==> src/aqed_params.svh <==
`ifndef AQED_PARAMS_SVH
`define AQED_PARAMS_SVH

// number of queue element slots in the shared list
`define AQED_DEPTH 2048

// slot address width, log2 of the slot count
`define AQED_AW 11

// queue element payload width
`define AQED_DW 139

// stored pointer word in the freelist and next-pointer srams
// upper bits above the slot address are written as zero
`define AQED_PW 16

`endif

==> src/aqed_pkg.sv <==
`include "aqed_params.svh"

package aqed_pkg;

// slot number that indexes all three srams
typedef logic [`AQED_AW-1:0] slot_t;

// pointer word as stored in the freelist and next-pointer srams
typedef logic [`AQED_PW-1:0] ptr_t;

// one queue element
typedef logic [`AQED_DW-1:0] qe_t;

// occupancy is one bit wider than a slot so a full list fits
typedef logic [`AQED_AW:0] count_t;

typedef enum logic [1:0] {
    fl_st_init,
    fl_st_idle,
    fl_st_pop_rd,
    fl_st_push
} fl_state_t;

typedef enum logic [1:0] {
    ls_idle,
    ls_enq_wr,
    ls_deq_rd
} list_state_t;

endpackage

==> src/aqed_freelist_ctl.sv <==
`timescale 1ns/1ps

`include "aqed_params.svh"

module aqed_freelist_ctl (
     input  logic                  clk
    ,input  logic                  arst_n

    ,input  logic                  pop
    ,output aqed_pkg::slot_t       slot
    ,output logic                  slot_valid
    ,input  logic                  push
    ,input  aqed_pkg::slot_t       push_slot
    ,output logic                  init_done

    ,output aqed_pkg::slot_t       fl_addr
    ,output logic                  fl_we
    ,output aqed_pkg::ptr_t        fl_wdata
    ,output logic                  fl_re
    ,input  aqed_pkg::ptr_t        fl_rdata
);

aqed_pkg::fl_state_t state;
aqed_pkg::slot_t     init_cnt;
aqed_pkg::slot_t     rd_idx;
aqed_pkg::slot_t     wr_idx;
aqed_pkg::slot_t     push_q;

// ring indices wrap on their own since the depth is a power of two
always_ff @(posedge clk or negedge arst_n) begin
    if (!arst_n) begin
        state    <= aqed_pkg::fl_st_init;
        init_cnt <= '0;
        rd_idx   <= '0;
        wr_idx   <= '0;
    end else begin
        case (state)
            aqed_pkg::fl_st_init: begin
                init_cnt <= init_cnt + 1'b1;
                if (init_cnt == aqed_pkg::slot_t'(`AQED_DEPTH - 1)) begin
                    state <= aqed_pkg::fl_st_idle;
                end
            end
            aqed_pkg::fl_st_idle: begin
                if (pop) begin
                    rd_idx <= rd_idx + 1'b1;
                    state  <= aqed_pkg::fl_st_pop_rd;
                end else if (push) begin
                    state <= aqed_pkg::fl_st_push;
                end
            end
            aqed_pkg::fl_st_pop_rd: begin
                state <= aqed_pkg::fl_st_idle;
            end
            aqed_pkg::fl_st_push: begin
                wr_idx <= wr_idx + 1'b1;
                state  <= aqed_pkg::fl_st_idle;
            end
            default: begin
                state <= aqed_pkg::fl_st_idle;
            end
        endcase
    end
end

always_ff @(posedge clk) begin
    if (state == aqed_pkg::fl_st_idle && push) begin
        push_q <= push_slot;
    end
end

// init fill has the sram port to itself
always_comb begin
    fl_we    = 1'b0;
    fl_re    = 1'b0;
    fl_addr  = rd_idx;
    fl_wdata = aqed_pkg::ptr_t'(push_q);
    case (state)
        aqed_pkg::fl_st_init: begin
            fl_we    = 1'b1;
            fl_addr  = init_cnt;
            fl_wdata = aqed_pkg::ptr_t'(init_cnt);
        end
        aqed_pkg::fl_st_idle: begin
            fl_re = pop;
        end
        aqed_pkg::fl_st_push: begin
            fl_we   = 1'b1;
            fl_addr = wr_idx;
        end
        default: begin
        end
    endcase
end

assign slot       = aqed_pkg::slot_t'(fl_rdata);
assign slot_valid = (state == aqed_pkg::fl_st_pop_rd);
assign init_done  = (state != aqed_pkg::fl_st_init);

endmodule

==> config.mk <==
export PLATFORM = sky130hd
export DESIGN_NAME = aqed_freelist_ctl
export DESIGN_NICKNAME = d
export VERILOG_FILES = /design/src/aqed_pkg.sv /design/src/aqed_freelist_ctl.sv
export VERILOG_INCLUDE_DIRS = /design/src
export SDC_FILE = /design/constraint.sdc
export NUM_CORES = 1
export LEC_CHECK = 0
export CAP_MARGIN = 30
export CORE_MARGIN = 2
export CORE_UTILIZATION = 63
export CTS_CLUSTER_SIZE = 14
export DETAILED_ROUTE_END_ITERATION = 7
export DONT_BUFFER_PORTS = 1
export GPL_TIMING_DRIVEN = 0
export PLACE_DENSITY = 0.76
export SYNTH_ARGS = -nofsm -noshare
export SYNTH_HDL_FRONTEND = slang
export SYNTH_SLANG_ARGS = --single-unit
==> constraint.sdc <==
create_clock -name clk -period 2.45 [get_ports clk]
set_clock_uncertainty 0.15 [all_clocks]
set_input_delay 0.49 -clock clk [delete_from_list [all_inputs] [get_ports clk]]
set_output_delay 0.49 -clock clk [all_outputs]
set_load 0.005 [all_outputs]
======== After elaboration in Yosys (flattened, before gate mapping) ========
Index checks and enable logic that the tools add are counted.
operators by class
  shift operators ......................... 0
  muxes and demuxes ....................... 8
  eq/ne operators ......................... 6
  $mul .................................... 0
  magnitude comparators ................... 0
  div/mod/pow operators ................... 0
  bitwise operators ....................... 0
  add/subtract/negate cells ............... 3
  reductions and logical operators ........ 7
operators with widths
  kind                   number
  $add 11x1->11 const B  3
  $pmux 11 s2            1
  $eq 11x11->1 const B   1
  $mux 11                1
  $mux 2                 3
  $pmux 2 s3             1
  $eq 2x2->1 const B     2
  $reduce_and 2->1       2
  $reduce_or 2->1        2
  $ne 3x3->1 const B     1
  $eq 2x1->1 const B     1
  $logic_not 2->1        1
  $mux 1                 2
  $ne 2x2->1 const B     1
  $reduce_bool 2->1      1
  $logic_and 1x1->1      1
storage, ports and cells
  bits in latches ......................... 0
  memories kept ........................... 0
  bits in read-only memories .............. 0
  bits in registers ....................... 46
  memory bits (writable) .................. 0
  word-level logic and storage cells ...... 29

======== Depth between registers and ports, before layout ========
  depth in word-level cells ............... 3
  depth in mapped cells ................... 7

======== Least setup slack after synthesis ========
OpenSTA, ideal clock, no wires.
  path kind ............................... register to output
  from .................................... register state[0]
  to ...................................... output fl_addr[2]
  path buffers ............................ 2
  arrival time ............................ 1.325 ns
  stages on the path, launching flop included .. 7
  path slack .............................. 0.485 ns
  path through ............................ dfrtp_1 -> inv_1 -> ha_1 -> buf_2 -> clkbuf_1 -> a22oi_1 -> o21ai_0
between the ends
  cells in the longest elaborated chain, start to end .. 2
ends and longest elaborated chain
  what                                                  line                     RTL
  start: declaration                                    aqed_freelist_ctl.sv:23  aqed_pkg::fl_state_t state;
  start signal: assignment                              aqed_freelist_ctl.sv:32  state <= aqed_pkg::fl_st_init;
  start signal: assignment                              aqed_freelist_ctl.sv:41  state <= aqed_pkg::fl_st_idle;
  start signal: assignment                              aqed_freelist_ctl.sv:47  state <= aqed_pkg::fl_st_pop_rd;
  $eq 2x2->1 / $logic_not 2->1 (equally long branches)  aqed_freelist_ctl.sv:78  case (state)
  $pmux 11 s2 (*)                                       aqed_freelist_ctl.sv:78
  end: declaration                                      aqed_freelist_ctl.sv:16  ,output aqed_pkg::slot_t fl_addr
Mark *: on every way between the ends. The rest lies on a longest branch, timed or not.

======== Worst setup path in the final report ========
  from .................................... register state[0]
  to ...................................... output fl_wdata[8]
between the ends
  cells in the longest elaborated chain, start to end .. 2
ends and longest elaborated chain
  what              line                     RTL
  $logic_not 2->1   aqed_freelist_ctl.sv:78
  $mux 11           aqed_freelist_ctl.sv:78
  end: declaration  aqed_freelist_ctl.sv:18  ,output aqed_pkg::ptr_t fl_wdata
No other way between the ends.

==> results.txt <==
----------------------------------------------------
[Cells and area]
  # fillers ... 252
  Post-layout instance count excluding filler cells ... 287
  Final #Nets ... 276
  Proportion of layout cells with a drive suffix above 1 ... 0.2636
  End-of-flow core utilization ... 0.7293
  Count of antenna diodes in the layout ... 0
  Syn-to-layout area delta ... 10.34%

[Synth]
  Number of library cell types mapped by synthesis ... 36
  Yosys Warn Count ... 0
  Flop and latch count out of synthesis ... 46
  Top-area cell type share of the netlist area ... 0.3566
  Number of synthesized flops with an enable pin ... 11
  Proportion of register bits with asynchronous set or reset after synthesis ... 0.7609
  Main synth FF type ... dfrtp_1
  Largest area contributor in the synthesized netlist ... dfrtp_1
  Top post-synthesis cells by area ... dfrtp_1 (36%), edfxtp_1 (13%), mux2_2 (6.0%)
  Most numerous cell in the Yosys netlist ... dfrtp_1
  Most frequent cells after synthesis ... dfrtp_1 (35), buf_4 (18), nand2_1 (18)
  Average size of a mapped cell ... 11.01 sq um
  Area of the mapped netlist ... 2456 sq um
  Seq/Total Area, Yosys ... 0.4911
  Cell count after synthesis ... 223

[Worst setup path]
  List of cells traversed by the critical path ... inv_1 -> ha_1 -> buf_2 -> buf_4 -> mux2_2
  Arrival time of data at the critical path endpoint ... 1760 ps
  Slowest library cell on the worst path ... dfrtp_1
  Largest fanout of any net on the critical path ... 10
  Worst path required time ... 1810 ps
  Critical Path Max Stage Delay ... 420 ps
  Critical Path Sink Type ... output pin
  Start-to-end type of the worst setup path ... flip-flop to output pin
  Crit start category ... flip-flop

[Outcome]
  Run status ... completed

[Floorplanning]
  Die Span X ... 66.44 um
  Top-Level Pins ... 73
  Placement Rows ... 22
  Y dimension of the die ... 66.44 um
  Initial Util ... 0.6609
  Core area ... 3716 sq um
  Full die area ... 4414 sq um

[Pwr]
  Cell Int Power ... 1.681 mW
  Switching share of power ... 0.4005
  Leak ... 1.213 nW
  Clock network fraction of design power ... 0.172
  Switching pwr ... 1.123 mW
  Ratio of total power to cell area ... 1035 nW/um^2
  IR Drop Worst-Case VDD ... 806.1 uV
  Combinational fraction of design power ... 0.408
  Sequential fraction of design power ... 0.420

[Clock network]
  Clock net sink count ... 46
  H-Tree Level Count ... 2
  Buffer cell driving the clock tree root ... clkbuf_8
  Clock tree from TritonCTS ... done
  Clock Latency Late Sink ... 310 ps
  Clock input transition at the sequential cells of the worst setup and hold paths ... 90 ps
  Total CTS buffers ... 5
  Clock buffer depth ... 2

[Global routing]
  Vias in the first global route ... 1675
  Total grt overflow ... 0
  Largest net degree at the start of global routing ... 36
  Global-route wire length before repair ... 7.893 mm
  Total track usage ... 0.2431
  Number of antenna violations at the first check in global routing ... 0

[Placed design]
  HPWL reported at the end of detailed placement ... 3.648 mm
  Cell count after placement ... 275
  Buffers on Ports ... 0
  GP Congestion ... 0.8503

[Drt]
  Antenna viol nets, final ... 0
  Routed WL per cell ... 17.33 um
  Number of DRC markers after the initial detailed-route iteration ... 189
  Vias per cell ... 6.101
  Wire length the detailed router placed on met1 ... 2.029 mm
  Wire length on met3 ... 327 um
  Number of vias after detailed routing ... 1751
  Total met2 wirelength after detailed routing ... 2.500 mm
  DR DRC count ... 0
  Wire length after detailed routing ... 4.974 mm
  Number of search-and-repair iterations in the first detailed-routing pass ... 4
  Highest metal layer with signal wires ... met4

[STA]
  Ratio of final minimum period to clock period ... 0.9776
  Fmax ... 417.5 MHz
  Setup repair after global routing missed its margin ... true
  Final Setup Violations ... 0
  Worst hold slack ... 121.3 ps
  Hold Violations, Final ... 0
  Final slew viol count ... 0
  Final min period ... 2395 ps

[Min path]
  HP Class ... input pin to flip-flop

[Job]
  Max_cap viols ... 0

----------------------------------------------------
-- registers in the layout (all words and copies together), names as in the netlist --
name      flops
rd_idx       11
wr_idx       11
state         2
push_q       11
init_cnt     11
-- power groups by stage --
stage	Clock (mW)	Combinational [mW]	Sequential, mW
global route	0.517	1.26	1.21
floorplan	0	0.813	1.14
global placement	0	0.984	1.18
detailed placement	0	1.01	1.19
finish	0.481	1.14	1.18
CTS	0.486	1.06	1.17
-- metrics by stage --
stage | power [mW] | setup WS (ps) | TNS (ps) | instance area, sq um
after floorplan | 1.954 | 485.2 | 0 | 2471
after global placement | 2.163 | 161.3 | 0 | 2531
after detailed placement | 2.203 | 138.2 | 0 | 2531
after CTS | 2.718 | 2.561 | 0 | 2663
after global routing | 2.995 | -29.30 | -176.6 | 2710
final | 2.804 | 54.80 | 0 | 2710
-- worst max-delay path, delay by kind of cell, from the launching register on --
kind       cells  cell delay, ps
fa+ha+maj      1             140
buf+inv        3             520
flops          1             420
mux            1             360
-- repair_timing --
item / in CTS / in global routing
hold endpoints to repair: 35 / 0
setup buffers: 0 / 2
hold buffers: 2 / 0
setup endpoints to repair: 9 / 21
resized for setup: 8 / 18
-- layer usage --
metal | GRT usage | up-vias
met1 | 0.2970 | 866
met5 | 0 | -
li1 | - | 790
met3 | 0.06644 | 12
met4 | 0.09949 | 0
met2 | 0.4050 | 83
-- path summary, 6_finish.rpt --
kind	cells after the start	slack, ps	end	startpoint
hold / removal	0	120	push_q[7]	push_slot[7]
max in group asynchronous	2	1480	init_cnt[8]	arst_n
hold reg to reg	1	340	rd_idx[10]	rd_idx[10]
setup / recovery	5	50	fl_wdata[8]	state[0]
setup reg to reg	5	580	rd_idx[1]	state[1]
min in group asynchronous	2	490	wr_idx[5]	arst_n
-- kinds of logic (layout without fill, tap and decap cells) --
family                     after synthesis  count (layout)  share of synthesized area
muxes                                   13              13                    0.05960
xor gates and xnor gates                30              30                     0.1070
adders and majority gates                7               7                    0.03566
other                                    1               5                   0.001527
AOI/OAI and AO/OA                       29              29                    0.07743
and+or+nand+nor                         61              61                     0.1421
buffers and inverters                   36              48                    0.08558
DFF                                     46              46                     0.4911
-- cell usage in the layout (no fill, tap or decap), drive strengths merged, types with 8 or more instances in the layout --
master and count:
nor3 8, a22oi 9, xnor2 14, dfrtp 35
buf 25, inv 9, nand4 13, xor2 16
clkbuf 11, mux2 13, edfxtp 11, nand2 19
o21ai 11
-- area by class of cell --
class / count / area [sq um] / share of cell area
Buffer: 28 / 193.9 / 0.07156
Clock buffer: 5 / 68.82 / 0.02539
Clock inverter: 3 / 25.02 / 0.009234
Inverter: 8 / 30.03 / 0.01108
Multi-Input combinational cell: 145 / 1081 / 0.3989
Sequential cell: 46 / 1206 / 0.4451
Tap cell: 48 / 60.06 / 0.02216
Timing Repair Buffer: 4 / 45.04 / 0.01662
Power figures use the tool's default switching activity.
