File: src/aqed_params.svh
`ifndef AQED_PARAMS_SVH
`define AQED_PARAMS_SVH

// number of queue element slots in the shared list
`define AQED_DEPTH 2048

// slot address width, log2 of the slot count
`define AQED_AW 11

// queue element payload width
`define AQED_DW 139

// stored pointer word in the freelist and next-pointer srams
// upper bits above the slot address are written as zero
`define AQED_PW 16

`endif

File: src/aqed_pkg.sv
`include "aqed_params.svh"

package aqed_pkg;

// slot number that indexes all three srams
typedef logic [`AQED_AW-1:0] slot_t;

// pointer word as stored in the freelist and next-pointer srams
typedef logic [`AQED_PW-1:0] ptr_t;

// one queue element
typedef logic [`AQED_DW-1:0] qe_t;

// occupancy is one bit wider than a slot so a full list fits
typedef logic [`AQED_AW:0] count_t;

typedef enum logic [1:0] {
    fl_st_init,
    fl_st_idle,
    fl_st_pop_rd,
    fl_st_push
} fl_state_t;

typedef enum logic [1:0] {
    ls_idle,
    ls_enq_wr,
    ls_deq_rd
} list_state_t;

endpackage

File: src/aqed_list_ctl.sv
`timescale 1ns/1ps

`include "aqed_params.svh"

module aqed_list_ctl (
     input  logic                  clk
    ,input  logic                  arst_n

    ,input  logic                  enq
    ,input  aqed_pkg::qe_t         enq_qe
    ,input  logic                  deq
    ,output logic                  ready
    ,output logic                  deq_valid
    ,output aqed_pkg::qe_t         deq_qe
    ,output aqed_pkg::count_t      occupancy
    ,output logic [7:0]            err_count

    ,input  logic                  init_done
    ,output logic                  fl_pop
    ,input  aqed_pkg::slot_t       fl_slot
    ,input  logic                  fl_slot_valid
    ,output logic                  fl_push
    ,output aqed_pkg::slot_t       fl_push_slot

    ,output aqed_pkg::slot_t       data_addr
    ,output logic                  data_we
    ,output aqed_pkg::qe_t         data_wdata
    ,output logic                  data_re
    ,input  aqed_pkg::qe_t         data_rdata

    ,output aqed_pkg::slot_t       nxt_addr
    ,output logic                  nxt_we
    ,output aqed_pkg::ptr_t        nxt_wdata
    ,output logic                  nxt_re
    ,input  aqed_pkg::ptr_t        nxt_rdata
);

aqed_pkg::list_state_t state;
aqed_pkg::slot_t       head;
aqed_pkg::slot_t       tail;
aqed_pkg::qe_t         enq_qe_q;

logic accept_enq;
logic accept_deq;
logic drop;
logic enq_done;
logic deq_done;

assign ready = init_done && (state == aqed_pkg::ls_idle);

// both strobes together is never legal
assign accept_enq = ready && enq && !deq &&
                    (occupancy < aqed_pkg::count_t'(`AQED_DEPTH));
assign accept_deq = ready && deq && !enq && (occupancy != '0);
assign drop       = (enq || deq) && !accept_enq && !accept_deq;

// second step of each sequence
assign enq_done = (state == aqed_pkg::ls_enq_wr) && fl_slot_valid;
assign deq_done = (state == aqed_pkg::ls_deq_rd) && deq_valid;

always_ff @(posedge clk or negedge arst_n) begin
    if (!arst_n) begin
        state     <= aqed_pkg::ls_idle;
        head      <= '0;
        tail      <= '0;
        occupancy <= '0;
        err_count <= '0;
        fl_pop    <= 1'b0;
        deq_valid <= 1'b0;
    end else begin
        fl_pop    <= accept_enq;
        deq_valid <= (state == aqed_pkg::ls_deq_rd) && !deq_valid;
        if (drop && err_count != 8'hff) begin
            err_count <= err_count + 1'b1;
        end
        case (state)
            aqed_pkg::ls_idle: begin
                if (accept_enq) begin
                    state <= aqed_pkg::ls_enq_wr;
                end else if (accept_deq) begin
                    state <= aqed_pkg::ls_deq_rd;
                end
            end
            aqed_pkg::ls_enq_wr: begin
                if (fl_slot_valid) begin
                    tail <= fl_slot;
                    // first element becomes the head as well
                    if (occupancy == '0) begin
                        head <= fl_slot;
                    end
                    occupancy <= occupancy + 1'b1;
                    state     <= aqed_pkg::ls_idle;
                end
            end
            aqed_pkg::ls_deq_rd: begin
                if (deq_valid) begin
                    head      <= aqed_pkg::slot_t'(nxt_rdata);
                    occupancy <= occupancy - 1'b1;
                    state     <= aqed_pkg::ls_idle;
                end
            end
            default: begin
                state <= aqed_pkg::ls_idle;
            end
        endcase
    end
end

always_ff @(posedge clk) begin
    if (accept_enq) begin
        enq_qe_q <= enq_qe;
    end
end

// new slot gets the payload, old tail gets linked to it
assign data_we    = enq_done;
assign data_addr  = (state == aqed_pkg::ls_enq_wr) ? fl_slot : head;
assign data_wdata = enq_qe_q;
assign nxt_we     = enq_done && (occupancy != '0);
assign nxt_addr   = (state == aqed_pkg::ls_enq_wr) ? tail : head;
assign nxt_wdata  = aqed_pkg::ptr_t'(fl_slot);

// head payload and link are fetched together
assign data_re = (state == aqed_pkg::ls_deq_rd) && !deq_valid;
assign nxt_re  = data_re;
assign deq_qe  = data_rdata;

assign fl_push      = deq_done;
assign fl_push_slot = head;

endmodule

File: config.mk
export PLATFORM = sky130hd
export DESIGN_NAME = aqed_list_ctl
export DESIGN_NICKNAME = d
export VERILOG_FILES = /design/src/aqed_pkg.sv /design/src/aqed_list_ctl.sv
export VERILOG_INCLUDE_DIRS = /design/src
export SDC_FILE = /design/constraint.sdc
export NUM_CORES = 1
export LEC_CHECK = 0
export CORE_AREA = 4 4 257 259
export DETAILED_ROUTE_END_ITERATION = 10
export DIE_AREA = 0 0 261 263
export DONT_BUFFER_PORTS = 1
export PLACE_DENSITY = 0.3
export SYNTH_ARGS = -nofsm -noshare
export SYNTH_HDL_FRONTEND = slang
export SYNTH_SLANG_ARGS = --single-unit
File: constraint.sdc
create_clock -name clk -period 6 [get_ports clk]
set_input_delay 1.2 -clock clk [delete_from_list [all_inputs] [get_ports clk]]
set_output_delay 1.2 -clock clk [all_outputs]
set_load 0.05 [all_outputs]
; ---- Word-level counts from Yosys, hierarchy flattened
; Index checks and enable logic that the tools add are counted.
; Widths: inputs -> output; s select.
[op_classes]
add_sub_neg = 3
magnitude_cmp = 1
n_eq_ne = 7
muxes = 14
reduce_logical = 28
[ops]
columns = op, count
row1 = $mux 11, 5
row2 = $mux 12, 2
row3 = $pmux 12 s2, 1
row4 = $pmux 11 s2, 1
row5 = $logic_and 1x1->1, 14
row6 = $add 12x1->12 const B, 1
row7 = $logic_not 12->1, 1
row8 = $lt 12x12->1 const B, 1
row9 = $reduce_bool 12->1, 1
row10 = $sub 12x1->12 const B, 1
row11 = $add 8x1->8 const B, 1
row12 = $mux 2, 4
row13 = $ne 8x8->1 const B, 1
row14 = $pmux 2 s3, 1
row15 = $reduce_and 3->1, 2
row16 = $logic_not 1->1, 5
row17 = $ne 2x2->1 const B, 2
row18 = $reduce_and 4->1, 1
row19 = $ne 3x3->1 const B, 1
row20 = $eq 2x1->1 const B, 1
row21 = $eq 2x2->1 const B, 1
row22 = $logic_not 2->1, 1
row23 = $ne 2x1->1 const B, 1
row24 = $reduce_and 2->1, 1
row25 = other kinds (2), 2
[totals]
regBits = 185
in_bits = 311
output_inout_bits = 355
wordCells = 61

; ---- Longest topological paths before layout
; Gate-level depths: netlist of run 1.
[depth]
word_depth = 9
mapped_depth = 10
mapped_depth_nobuf = 7

; ---- Least setup slack after synthesis of run 1
; OpenSTA, ideal clock, no wires.
[synth_timing]
kind = input-to-reg
startpoint = input init_done
endpoint = register enq_qe_q[0], in the netlist data_wdata[0], enable pin
arrival_time_ns = 5.899
slack_ns = -0.417
stages = 2
cell_sequence = nor3b_1 -> and2_1
[synth_via]
elab_chain_len = 4
[synth_lines]
columns = item, line
row1 = "start, declared", aqed_list_ctl.sv:18  ; ,input logic init_done
row2 = $logic_and 1x1->1, aqed_list_ctl.sv:49  ; assign ready = init_done && (state == aqed_pkg::ls_idle);
row3 = $logic_and 1x1->1 (3 in series), aqed_list_ctl.sv:52  ; assign accept_enq = ready && enq && !deq &&
row4 = net accept_enq, aqed_list_ctl.sv:43  ; logic accept_enq;
row5 = "end signal, assigned", aqed_list_ctl.sv:111  ; enq_qe_q <= enq_qe;
row6 = "end, declared", aqed_list_ctl.sv:41  ; aqed_pkg::qe_t enq_qe_q;
; The timed path passes the listed nets, and every way through them passes these cells.
; A chain may end at the register's enable or synchronous reset.

; ---- Worst setup path in the final report of run 1
[layout_timing]
startpoint = register state[0]
endpoint = output nxt_we
[layout_via]
elab_chain_len = 3
[layout_lines]
columns = item, line
row1 = "start, declared", aqed_list_ctl.sv:38  ; aqed_pkg::list_state_t state;
row2 = "start signal, assigned", aqed_list_ctl.sv:63  ; state <= aqed_pkg::ls_idle;
row3 = "start signal, assigned", aqed_list_ctl.sv:79  ; state <= aqed_pkg::ls_enq_wr;
row4 = "start signal, assigned", aqed_list_ctl.sv:81  ; state <= aqed_pkg::ls_deq_rd;
row5 = $eq 2x1->1, aqed_list_ctl.sv:58  ; assign enq_done = (state == aqed_pkg::ls_enq_wr) && fl_slot_valid;
row6 = $logic_and 1x1->1, aqed_list_ctl.sv:58
row7 = $logic_and 1x1->1, aqed_list_ctl.sv:119  ; assign nxt_we = enq_done && (occupancy != '0);
row8 = "end, declared", aqed_list_ctl.sv:32  ; ,output logic nxt_we
; Every way passes these cells.

==> run summary, run 1 <==
The run finished with clean final reports. For the hold violation total from the final report, the log shows 0. In this run the register-to-register setup slack is 2.74 ns.

The ratio of final minimum period to clock period works out to 71.3%. The logs give 134 for the maximum number of pins on one net before global-route repair and 364 for the iteration-0 DRC count of the detailed router. During placement, the flow inserted port buffers numbering 0. For the pin with the worst max-slew slack, the measured transition is 1.11 ns. Final hold analysis gives a worst-case slack of 0.412 ns. Clock slew at the register clock pins of the worst setup and hold paths: 0.09 ns. For the core utilization of the finished layout, the log shows 13.2%. From left edge to right edge, the die measures 261 um. The tools report the synthesized cell area as 0.00793 mm^2.

The power per standard cell area came out at 536 mW/mm^2. The run gives 0 as the number of nets still failing antenna checks after routing. The endpoint type of the worst setup path is an output pin. Buffers added to address setup during post-CTS repair amount to 0. Detailed placement finished with a half-perimeter wire length of 21.3 mm. The average instance in the mapped netlist occupies 13.2 um^2.

In the final layout, the multi-input gates occupy 0.00139 mm^2. For the area of placed instances, the log shows 0.00783 mm^2. For this run, the leading register cell type out of synthesis is edfxtp_1. Yosys mapped the design onto 45 distinct sky130hd cell types.

The detailed-router iteration count before antenna repair was 7. The reg-to-reg critical path endpoint was occupancy[3]. The clock net in this run drives a total of 185 sinks. Setup total negative slack on the finished layout was measured at 0 ns.

The max-slew headroom at the worst pin is 25.7%, and the setup slack of the critical path after layout is 1.72 ns. Once layout is complete, the cells apart from fillers number 1321. The cell type with the largest total area after synthesis is edfxtp_1. Counting every instance in the synthesized netlist gives 600.

The top cell type's share of synthesized area came out at 52.6%. Setup repair after global routing left no endpoint under its margin. In this design, the stage delay of the slowest critical-path cell is 0.94 ns.

The worst register-to-register path begins at state[0]. The number of buffers and inverters on the critical path was 1. The sequential cell area fraction in the yosys report was 67.2%; the core region area was 0.0639 mm^2. Summed over all layers, the global routing overflow is 0.

The tools report the number of top-level pins as 666. Type of the worst setup path: reg -> out. The die covers 0.0686 mm^2. The largest delay contributor family on the critical path was simple AND/OR/NAND/NOR gates.

The share of final-layout standard cells stronger than drive strength 1 was 13.3%. The critical path data required time came out at 4.80 ns. In the final design database the tool counted 766 nets. The H-tree was split into 4 levels. The tools report the starting density of the core as 12.4%. The later pin in the worst-skew pair is clocked with a latency of 0.48 ns. Among all stages on the critical path, the largest delay is contributed by nor2_1. The area added between synthesis and finish is 6.06%. The tools report the maximum clock rate as 234 MHz. Combined flip-flop and latch cell area: 0.00533 mm^2. The die is 263 um tall. The number of gates resized after CTS was 0. The minimum period implied by the final worst setup slack was 4.28 ns. The total of endpoints with negative setup slack in the final report was 0; the initial antenna violation count was 11. After synthesis, the share of flip-flops with an asynchronous set or reset is 24.9%.

The initialized floorplan defines 93 standard-cell rows. TritonCTS built the clock tree. The synthesized design contains 139 enable-type register cells. The number of cells on the worst reg-to-reg path is 7. The leakage power figure was 2.75 nW; the setup clock skew after layout was 0.0219 ns. Counting flops and latches in the post-synthesis netlist gives 185. The sort of element at the start of the critical path is a flip-flop. During synthesis, Yosys emitted a total of 0 warnings. Yosys attributes the largest share of cell area to edfxtp_1, buf_4, dfrtp_1.

The total instance count after detailed placement was 1289; the setup slack after placement was 1.99 ns. The logs give 0.254 mV for the maximum vdd ir drop and 0 for the number of violations of the max-capacitance limit. Clock tree synthesis inserted a total of 17 buffers. The number of max-slew violations in the final report was 0.

Buffers inserted to repair hold after CTS numbered 0. The routed layout has 4032 vias. The routed design has 27.2 mm of wire. The path type of the worst min-delay path was in -> async. The highest fanout seen on the critical path is 24. For this run, design rule violations remaining after detail routing come to 0. The final instance area is 0.00841 mm^2. Dividing the detail-routed via count by the number of cells gives 3.05. The average detailed-routed wire length per instance was 20.6 um; the wire length of the first global-routing pass was 35.3 mm. The design draws 4.51 mW.

STA puts the critical path data arrival time at 3.08 ns. In this run the deepest clock path goes through 2 buffers. The number of fill cells in the layout is 7150.

Global routing used 7.57% of the available tracks. The congestion estimate from routability-driven global placement came to 0.704. The root buffer cell chosen for the clock tree is clkbuf_16. The via count of the first global-routing pass came out at 4014. The critical path goes through nor2b_2, buf_4, nand2_1, nor2_1.
==> worst max-delay path by stage <==
stage / from / cells after the start / slack (ns) / to
after global placement: fl_slot_valid / 2 / 1.99 / nxt_we
after CTS: state[0] / 4 / 1.52 / nxt_we
after detailed placement: fl_slot_valid / 2 / 1.99 / nxt_we
final: state[0] / 4 / 1.72 / nxt_we
after global routing: state[0] / 4 / 1.45 / nxt_we
after floorplan: init_done / 2 / 1.08 / data_wdata[0]
==> placed cells by master, fill, tap and decap left out, types with 2 or more instances in the layout <==
cell,n
edfxtp_1,139
nand2_1,89
dfrtp_1,46
nor2_1,30
clkbuf_16,17
xor2_1,15
mux2_2,13
a31oi_1,12
nand4_1,11
a21oi_1,9
nor3_1,7
conb_1,5
inv_8,5
o21ai_0,4
xnor2_1,3
nor4_1,3
nand3_1,3
a21oi_2,3
inv_6,3
clkinv_4,3
buf_4,3
nor3b_1,2
nand2b_1,2
nor2b_2,2
inv_1,2
and3_1,2
o21bai_1,2
nand4b_1,2
o22ai_1,2
mux2i_1,2
ha_1,2
clkinv_8,2
==> sequential cells by signal, indices dropped and copies added, names as in the netlist <==
| signal | flops |
|---|---|
| fl_push_slot | 11 |
| fl_pop | 1 |
| state | 2 |
| tail | 11 |
| data_wdata | 139 |
| deq_valid | 1 |
| err_count | 8 |
| occupancy | 12 |
==> area by class of cell <==
type                    count  area share, %
clock inverters            14           1.77
multi-input cells         243           16.5
well taps                 855           12.7
diodes                      1         0.0298
clock buffers              17           5.06
repair buffers              4          0.506
flip-flops and latches    185           63.3
inverters                   2         0.0893
==> metal layers <==
metal  up-vias  share of wire (%)  track usage, %
met5         -                  0               0
met4         0                4.2            3.81
met3        87                 15            5.12
met2       389                 49            12.9
met1      1916                 32            6.82
li1       1640                  -               -
==> report_power, final <==
part           switching (mW)  internal, mW  total (mW)  leakage [nW]
Sequential              0.791          1.59        2.39          1.82
Clock                   0.585         0.554        1.14         0.280
Combinational           0.763         0.222       0.985         0.643
==> cells in the mapped netlist (2+ instances only) <==
library cell / number
nand4_1: 11
mux2_2: 13
xnor2_1: 3
nor3_1: 7
edfxtp_1: 139
nor3b_1: 3
dfrtp_1: 46
nand3_1: 3
mux2i_1: 2
nor2b_1: 2
buf_4: 156
a31oi_1: 12
nand4b_1: 2
inv_1: 2
clkbuf_1: 12
nor2_1: 31
ha_1: 2
buf_2: 3
and2_1: 2
nand2b_1: 3
nor4_1: 3
and3_1: 2
buf_1: 2
o22ai_1: 2
o21bai_1: 2
a21oi_1: 10
nand2_1: 89
a21oi_2: 2
xor2_1: 15
o21ai_0: 4
==> logic make-up (layout without fill, tap and decap cells) <==
group	count (synthesis)	after routing	share of synthesized area [%]
mux	15	15	2.10
simple gates	166	166	9.53
fa+ha+maj	2	2	0.316
buf+inv	176	37	15.9
compound gates	37	37	3.00
other cells	1	6	0.0473
flops	185	185	67.2
xor+xnor	18	18	1.99
(Power assumes the default switching activity.)
==> inputs of run 2 (changes only) <==
==> constraint.sdc (replaced) <==
create_clock -name clk -period 4.5 [get_ports clk]
set_input_delay 0.9 -clock clk [delete_from_list [all_inputs] [get_ports clk]]
set_output_delay 0.9 -clock clk [all_outputs]
set_load 0.05 [all_outputs]
==> run 2 against run 1 <==
First-iteration DRC count is 20% lower. Worst setup slack worse by 0.78 ns. Combinational power grew 36%. Clock-buffer cell count unchanged. Final area up 0.65%. Register-to-register slack lost 1.2 ns. Power grew 34%. Non-clock buffer count is 6 higher. Sequential share of layout area is 0.41 points lower.
==> run summary, run 2 (synthesis gave the netlist of run 1 again) <==
Setup violations remaining at the end of the flow were counted as 0. Summed over all layers, the routed wires come to 28.5 mm. The setup clock skew after layout was 0.0203 ns; the placer's final routability congestion estimate was 0.666. After detailed routing, the number of vias per cell comes to 3.05. The number of max-slew violations in the final report is 0. The worst hold path belongs to the class in -> async. The first global-routing pass estimated 36.4 mm of wire. Measured along the x axis, the die boundary spans 261 um.

The number of gates resized after CTS was 0. The remaining design rule violation count was 0. The top cell types in the final layout, fill and taps aside, are edfxtp_1, nand2_1, dfrtp_1. For the portion of total power attributed to combinational logic, the log shows 22.2%. The run gives 772 as the final-stage net count. The slew of the pin with the lowest slew margin works out to 1.03 ns.

The die covers 0.0686 mm^2. The tool flagged a number of max-cap violations equal to 0. The clock root buffer master is clkbuf_16. The total negative setup slack was 0 ns; the average detailed-routed wire length per instance was 21.4 um. The flow ran to the end, and the final reports show no timing, DRC or antenna violations.

For this design the static power due to leakage is 2.78 nW. Global routing used 7.95% of the available tracks. Traced cell by cell, the critical path runs through nand2b_1, nand2_1, nand2_1. The final route contains 4057 vias.

Data on the critical path is required at its endpoint by 3.60 ns. The minimum period implied by the final worst setup slack is 3.55 ns, and the clock slew at the register clock pins of the worst setup and hold paths is 0.08 ns. Entering global routing, the biggest net connects 50 pins. Setup repair after global routing left no endpoint under its margin. The floorplan has 93 rows. The wire-length estimate of the detail-placed layout is 22.3 mm. The switching power as a share of total power was 47.5%; the sequential fraction of design power was 52.5%. The tools report the number of top-level pins as 666. The startpoint of the worst register-to-register path was state[0].

The count of buffers added on input and output ports is 0. In the final layout, the multi-input gates occupy 0.00139 mm^2. The total congestion overflow is 0. The endpoint type of the worst setup path is an output pin. VDD sags by at most 0.346 mV. The number of clock buffers added by TritonCTS is 17.

The run gives 1330 as the non-filler instance count after layout. The via count of the first global-routing pass is 4009, and the maximum clock rate is 281 MHz. Registers take 0.00533 mm^2.

For this run, the detailed router's first-pass iteration total came to 5. Post-CTS timing repair inserted 0 buffers for setup. The floorplan die height is 263 um, and the power share of the clock group is 25.3%. The library cell used most frequently in the layout, excluding fill and tap cells, is edfxtp_1. For the initial antenna violation count, the log shows 16.

The slowest stage of the critical path belongs to the cell nand2b_1. The run gives 3.16 mW as the internal power. The run gives 0.47 ns as the clock latency at the later pin of the worst-skew pair. Dividing the final minimum period by the clock period gives 79.0%. Summed over all nets, the switching power comes to 2.87 mW. Counting stages on the worst path, the most repeated cell is nand2_1. The number of nets still failing antenna checks after routing is 0. Counting tap cells, the placed design contains a total of 1295 instances. For the worst setup path, the data arrival time is 2.65 ns. The core region area came out at 0.0639 mm^2.

The number of fill cells in the layout is 7118. Type of the worst setup path: reg -> out. For the hold-fix buffer count after cts, the log shows 0. TritonCTS built the clock tree. In this design, the stage delay of the slowest critical-path cell is 0.83 ns. The power per standard cell area came out at 713 mW/mm^2. The longest clock path from root to sink contains 2 buffers. Number of flip-flops in the largest register: 139. Sort of element at the start of the critical path: a flip-flop. The logs give 12.4% for the starting density of the core and 4 for the maximum level of the CTS H-tree.

The hold violation total from the final report is 0. After the first detailed-routing iteration, the DRC count stood at 292. The highest fanout seen on the critical path works out to 13. Share of final-layout standard cells stronger than drive strength 1: 14.4%.

Counting every sink on the clock net gives 185. The area added between synthesis and finish works out to 6.75%. The tools report the launch point of the critical path as state[1]. The tools report the max-slew headroom at the worst pin as 31.1%.
## run 2: cell count changes in the layout (fill, tap and decap cells not counted)
cell / previous run / this run
buf_4: 3 / 9
clkinv_4: 3 / 4
diode_2: 1 / 4
inv_6: 3 / 1
inv_8: 5 / 6
## run 2: worst paths after layout
| path | endpoint | slack [ns] | cells after the start |
|---|---|---|---|
| min | occupancy[10] | 0.12 | 0 |
| max reg2reg | occupancy[8] | 1.54 | 7 |
| max in group asynchronous | tail[1] | 4.22 | 0 |
| max | data_addr[10] | 0.95 | 3 |
| min reg2reg | tail[5] | 0.51 | 1 |
| min in group clk | tail[5] | 0.51 | 1 |
## run 2: power groups by stage
stage	sequential (mW)	combinational, mW	clock [mW]
2_1_floorplan	3.05	1.50	0
3_3_place_gp	3.23	1.38	0
3_5_place_dp	3.23	1.38	0
4_1_cts	3.19	1.38	1.63
5_1_grt	3.22	1.46	1.68
6_report	3.17	1.34	1.52
## run 2: final cells by class
cell class / instances / area share, %
multi-input cells: 243 / 16.4
well taps: 855 / 12.6
clock buffers: 17 / 5.03
repair buffers: 10 / 1.03
inverters: 2 / 0.0887
diodes: 4 / 0.118
clock inverters: 14 / 1.79
flip-flops and latches: 185 / 62.9
## run 2: through the flow
stage / power, mW / util (%) / hold slack [ns] / area (um^2) / setup slack [ns]
floorplan: 4.55 / - / 0.479 / 7950 / 0.516
global placement: 4.60 / 12.3 / 0.488 / 7880 / 1.50
detailed placement: 4.60 / 12.3 / 0.498 / 7880 / 1.43
CTS: 6.19 / 13.2 / 0.0393 / 8450 / 0.890
global route: 6.37 / 13.2 / 0.0549 / 8450 / 0.875
finish: 6.03 / 13.2 / 0.118 / 8460 / 0.946
## run 2: per-layer routing
layer	up-vias	share of wire (%)	global-route usage (%)
met4	4	4.8	4.70
met2	412	48	13.3
met1	1892	32	7.04
met5	-	0.098	0
met3	99	15	5.37
li1	1650	-	-
## run 2: worst max-delay path, delay by kind of cell (launching register included)
kind	cells	cell delay (ns)
flip-flops	1	0.50
AND/OR/NAND/NOR	3	1.65
==> inputs of run 3 (changes only) <==
--- a/config.mk
+++ b/config.mk
@@ -6,9 +6,10 @@
 export SDC_FILE = /design/constraint.sdc
 export NUM_CORES = 1
 export LEC_CHECK = 0
-export CORE_AREA = 4 4 257 259
+export ABC_AREA = 1
+export CORE_AREA = 4 4 260 262
 export DETAILED_ROUTE_END_ITERATION = 10
-export DIE_AREA = 0 0 261 263
+export DIE_AREA = 0 0 264 266
 export DONT_BUFFER_PORTS = 1
 export PLACE_DENSITY = 0.3
 export SYNTH_ARGS = -nofsm -noshare
==> constraint.sdc (replaced) <==
create_clock -name clk -period 3 [get_ports clk]
set_input_delay 0.6 -clock clk [delete_from_list [all_inputs] [get_ports clk]]
set_output_delay 0.6 -clock clk [all_outputs]
set_load 0.05 [all_outputs]
==> run 3 against run 2 <==
Clock skew shrank 0.0066 ns. Wire length shrank 9.1%. Global-route usage shrank 0.78 points. Die area grew 2.3%. Area after synthesis grew 2.7%. First-iteration DRC count shrank 5.8%. Via count grew 11%. Clock-buffer cell count is the same. Flip-flop and latch count is the same. Synthesized cell count grew 17%. Combinational power grew to 2.5 times the previous value. Sequential power grew 32%.
==> run summary, run 3 <==
The number of library cell types mapped by synthesis was 29; the post-synthesis instance total was 703. The floorplan die height works out to 266 um. The count of cells along the worst register-to-register path was 9. Yosys attributes the largest share of cell area to edfxtp_1, buf_4, dfrtp_1.

The synthesized design contains 139 enable-type register cells. After clock tree synthesis, the repair step resized 0 gates. The number of I/O port buffers came out at 0.

For the via count, the log shows 4495. Of the cells placed in the final design, the portion with a size suffix greater than 1 is 15.6%. After synthesis, the mean cell area works out to 11.6 um^2. The number of flip-flops in the largest register came out at 139. Sorting the synthesized cells by how often they occur yields buf_4, nand2_1, edfxtp_1. The cell type with the largest total area after synthesis was edfxtp_1. The number of warnings issued by yosys came out at 0. The tools report the endpoint type of the worst setup path as an output pin. Once detailed placement completed, the half-perimeter wirelength came to 20.0 mm. In this run the worst hold path is classified as in -> reg. Between clock sinks in the finished design, the worst skew comes to 0.0138 ns.

The arrival time reported for the critical path endpoint was 2.13 ns; the routed wire length was 25.9 mm. The clock reaches the later pin of the worst-skew pair after 0.47 ns. The global-route usage over all layers is 7.16%, and the number of max-slew violations in the final report is 0. Max-slew headroom at the worst pin: 44.6%.

Remaining design rule violation count: 0. For the core utilization of the finished layout, the log shows 13.9%. The tools report the launch point of the critical path as state[0].

Counting flops and latches in the post-synthesis netlist gives 185. At the pin with the least slew margin, the transition time is 0.831 ns. The top cell type's share of synthesized area is 51.2%.

Of all nets on the critical path, the largest fanout is 22. The flow ran to the end, and the final reports show no timing, DRC or antenna violations. The hold violation total from the final report was 0. Leaving out fill and tap cells, the most frequent cells in the layout are nand2_1, edfxtp_1, buf_4. For the number of placement rows, the log shows 94.

STA classifies the critical path startpoint as a flip-flop. The area of placed instances came out at 0.00843 mm^2. TritonCTS built the clock tree. Global routing finished with a remaining overflow of 0.

The number of violations of the max-capacitance limit is 0. In this run the critical register-to-register path is launched from state[0]. Area added between synthesis and finish: 11.7%. Among all flip-flop cells after synthesis, the most frequent one is edfxtp_1. The clock passes through at most 2 buffers. The first global-routing pass estimated 35.5 mm of wire. After the first detailed-routing iteration, the DRC count stood at 275. The clock root buffer master is clkbuf_16. Non-filler instance count after layout: 1487. The tools report the maximum level of the CTS H-tree as 4. The critical path data required time was 2.40 ns. The average detailed-routed wire length per instance is 17.4 um, and the flop-to-flop setup slack is 0.69 ns.

The commonest non-fill, non-tap cell in the layout is nand2_1. Setup repair after global routing left no endpoint under its margin. The maximum vdd ir drop was 0.535 mV; the clock slew at the register clock pins of the worst setup and hold paths was 0.09 ns.

In the post-route analysis, the smallest setup slack over all paths is 0.267 ns. The async set-or-reset flop fraction in the synthesized netlist was 24.9%; the post-CTS setup buffer count was 0. Derived from the worst setup path, the maximum achievable clock frequency is 366 MHz. For the starting density of the core, the log shows 12.5%. The number of vias per cell is 3.02. The most critical setup path has its endpoint at data_addr[10].

Routability-driven placement finished with a final weighted congestion of 0.721. The via count of the first global-routing pass is 4541, and the sequential cell area fraction in the yosys report is 65.4%. In this run the power density over the cells is 1100 mW/mm^2. Clock buffer count from CTS: 17. In this run the horizontal extent of the chip is 264 um. The mapped netlist covers 0.00815 mm^2. Initial antenna violation count: 4.

The tools report the core region area as 0.0654 mm^2. The number of placed instances, taps included, is 1452. Clock tree synthesis found a total of 185 sinks. In this run the count of I/O pins placed on the die edge is 666. For the leakage power figure, the log shows 3.36 nW.

Yosys instantiated no cell more often than buf_4. The type of the worst setup path is reg -> out. Before antenna repair, the detailed router went through 4 iterations. The ratio of final minimum period to clock period was 91.1%. The tools report the final instance area as 0.00910 mm^2.

Reg-to-reg critical path endpoint: occupancy[2]. OpenSTA, run right after detailed placement, puts the worst setup slack at 0.625 ns. The maximum number of pins on one net before global-route repair was 141. The minimum period implied by the final worst setup slack came out at 2.73 ns. The count of nets left with antenna violations once routing finished came out at 0. Setup violations remaining at the end of the flow were counted as 0. The floorplan step defined a die boundary enclosing 0.0702 mm^2. The run gives 922 as the final-stage net count.
run 3: changes by cell type in the layout (fill, tap and decap cells not counted), moves of 10 or more:
cell	change
nand2_1	+63
inv_1	+44
buf_4	+42
o21ai_0	+40
nand3_1	+21
o21ai_1	+16
mux2_2	-13
nor2_1	-13
a31oi_1	-10
xor2_1	-10
run 3: cells by family after synthesis:
logic type / after synthesis / share of synthesized area, %
AO/OA/AOI/OAI: 72 / 4.68
XOR/XNOR: 12 / 1.29
adder cells (fa/ha/maj): 2 / 0.307
buffers and inverters: 221 / 17.6
flip-flops: 185 / 65.4
other: 1 / 0.0460
AND/OR/NAND/NOR: 210 / 10.7
run 3: how the worst min path moves through the flow:
stage / start / end / slack (ns) / depth (start not counted)
2_1_floorplan: arst_n / deq_valid / 0.30 / 0
3_3_place_gp: arst_n / occupancy[1] / 0.31 / 0
3_5_place_dp: arst_n / occupancy[1] / 0.31 / 0
4_1_cts: fl_slot_valid / state[0] / 0.14 / 1
5_1_grt: enq_qe[65] / data_wdata[65] / 0.15 / 0
6_report: enq_qe[46] / data_wdata[46] / 0.21 / 0
run 3: timing repair:
action                                  in CTS  in global routing
endpoints found under the hold margin       46                  0
hold buffers                                 2                  0
endpoints found under the setup margin       0                  0
run 3: metal layers:
metal | GRT usage, % | routed length (um) | up-vias
met5 | 0 | 0 | -
met2 | 11.3 | 12100 | 372
met4 | 3.48 | 885 | 0
met1 | 7.39 | 9740 | 2071
met3 | 4.69 | 3210 | 62
li1 | - | - | 1990
run 3: layout make-up:
cell class                 count  area, um^2
multi-input combinational    301        1430
clock inverter                15         201
inverter                      50         190
fill                        7419       56300
clock buffer                  17         425
sequential                   185        5330
antenna                        1        2.50
tap                          864        1080
timing repair buffer          54         440
run 3: where the power goes:
group / switching, mW / internal, mW
Combinational: 2.45 / 0.933
Sequential: 1.01 / 3.19
Clock: 1.27 / 1.16
Total: 4.73 / 5.28
run 3: through the flow:
step	hold WS (ns)	power, mW	setup TNS, ns
after floorplan	0.304	7.16	-390.41
after global placement	0.308	7.70	0
after detailed placement	0.308	7.69	0
after CTS	0.143	10.3	0
after global routing	0.145	10.7	0
final	0.212	10.0	0
run 3: worst max-delay path, cell delays in order, from the launching register on:
cell,delay [ns]
dfrtp_1,0.42
inv_2,0.23
nor2_1,0.10
inv_1,0.12
buf_4,0.30
nand2_1,0.11
o21ai_1,0.12
buf_4,0.22
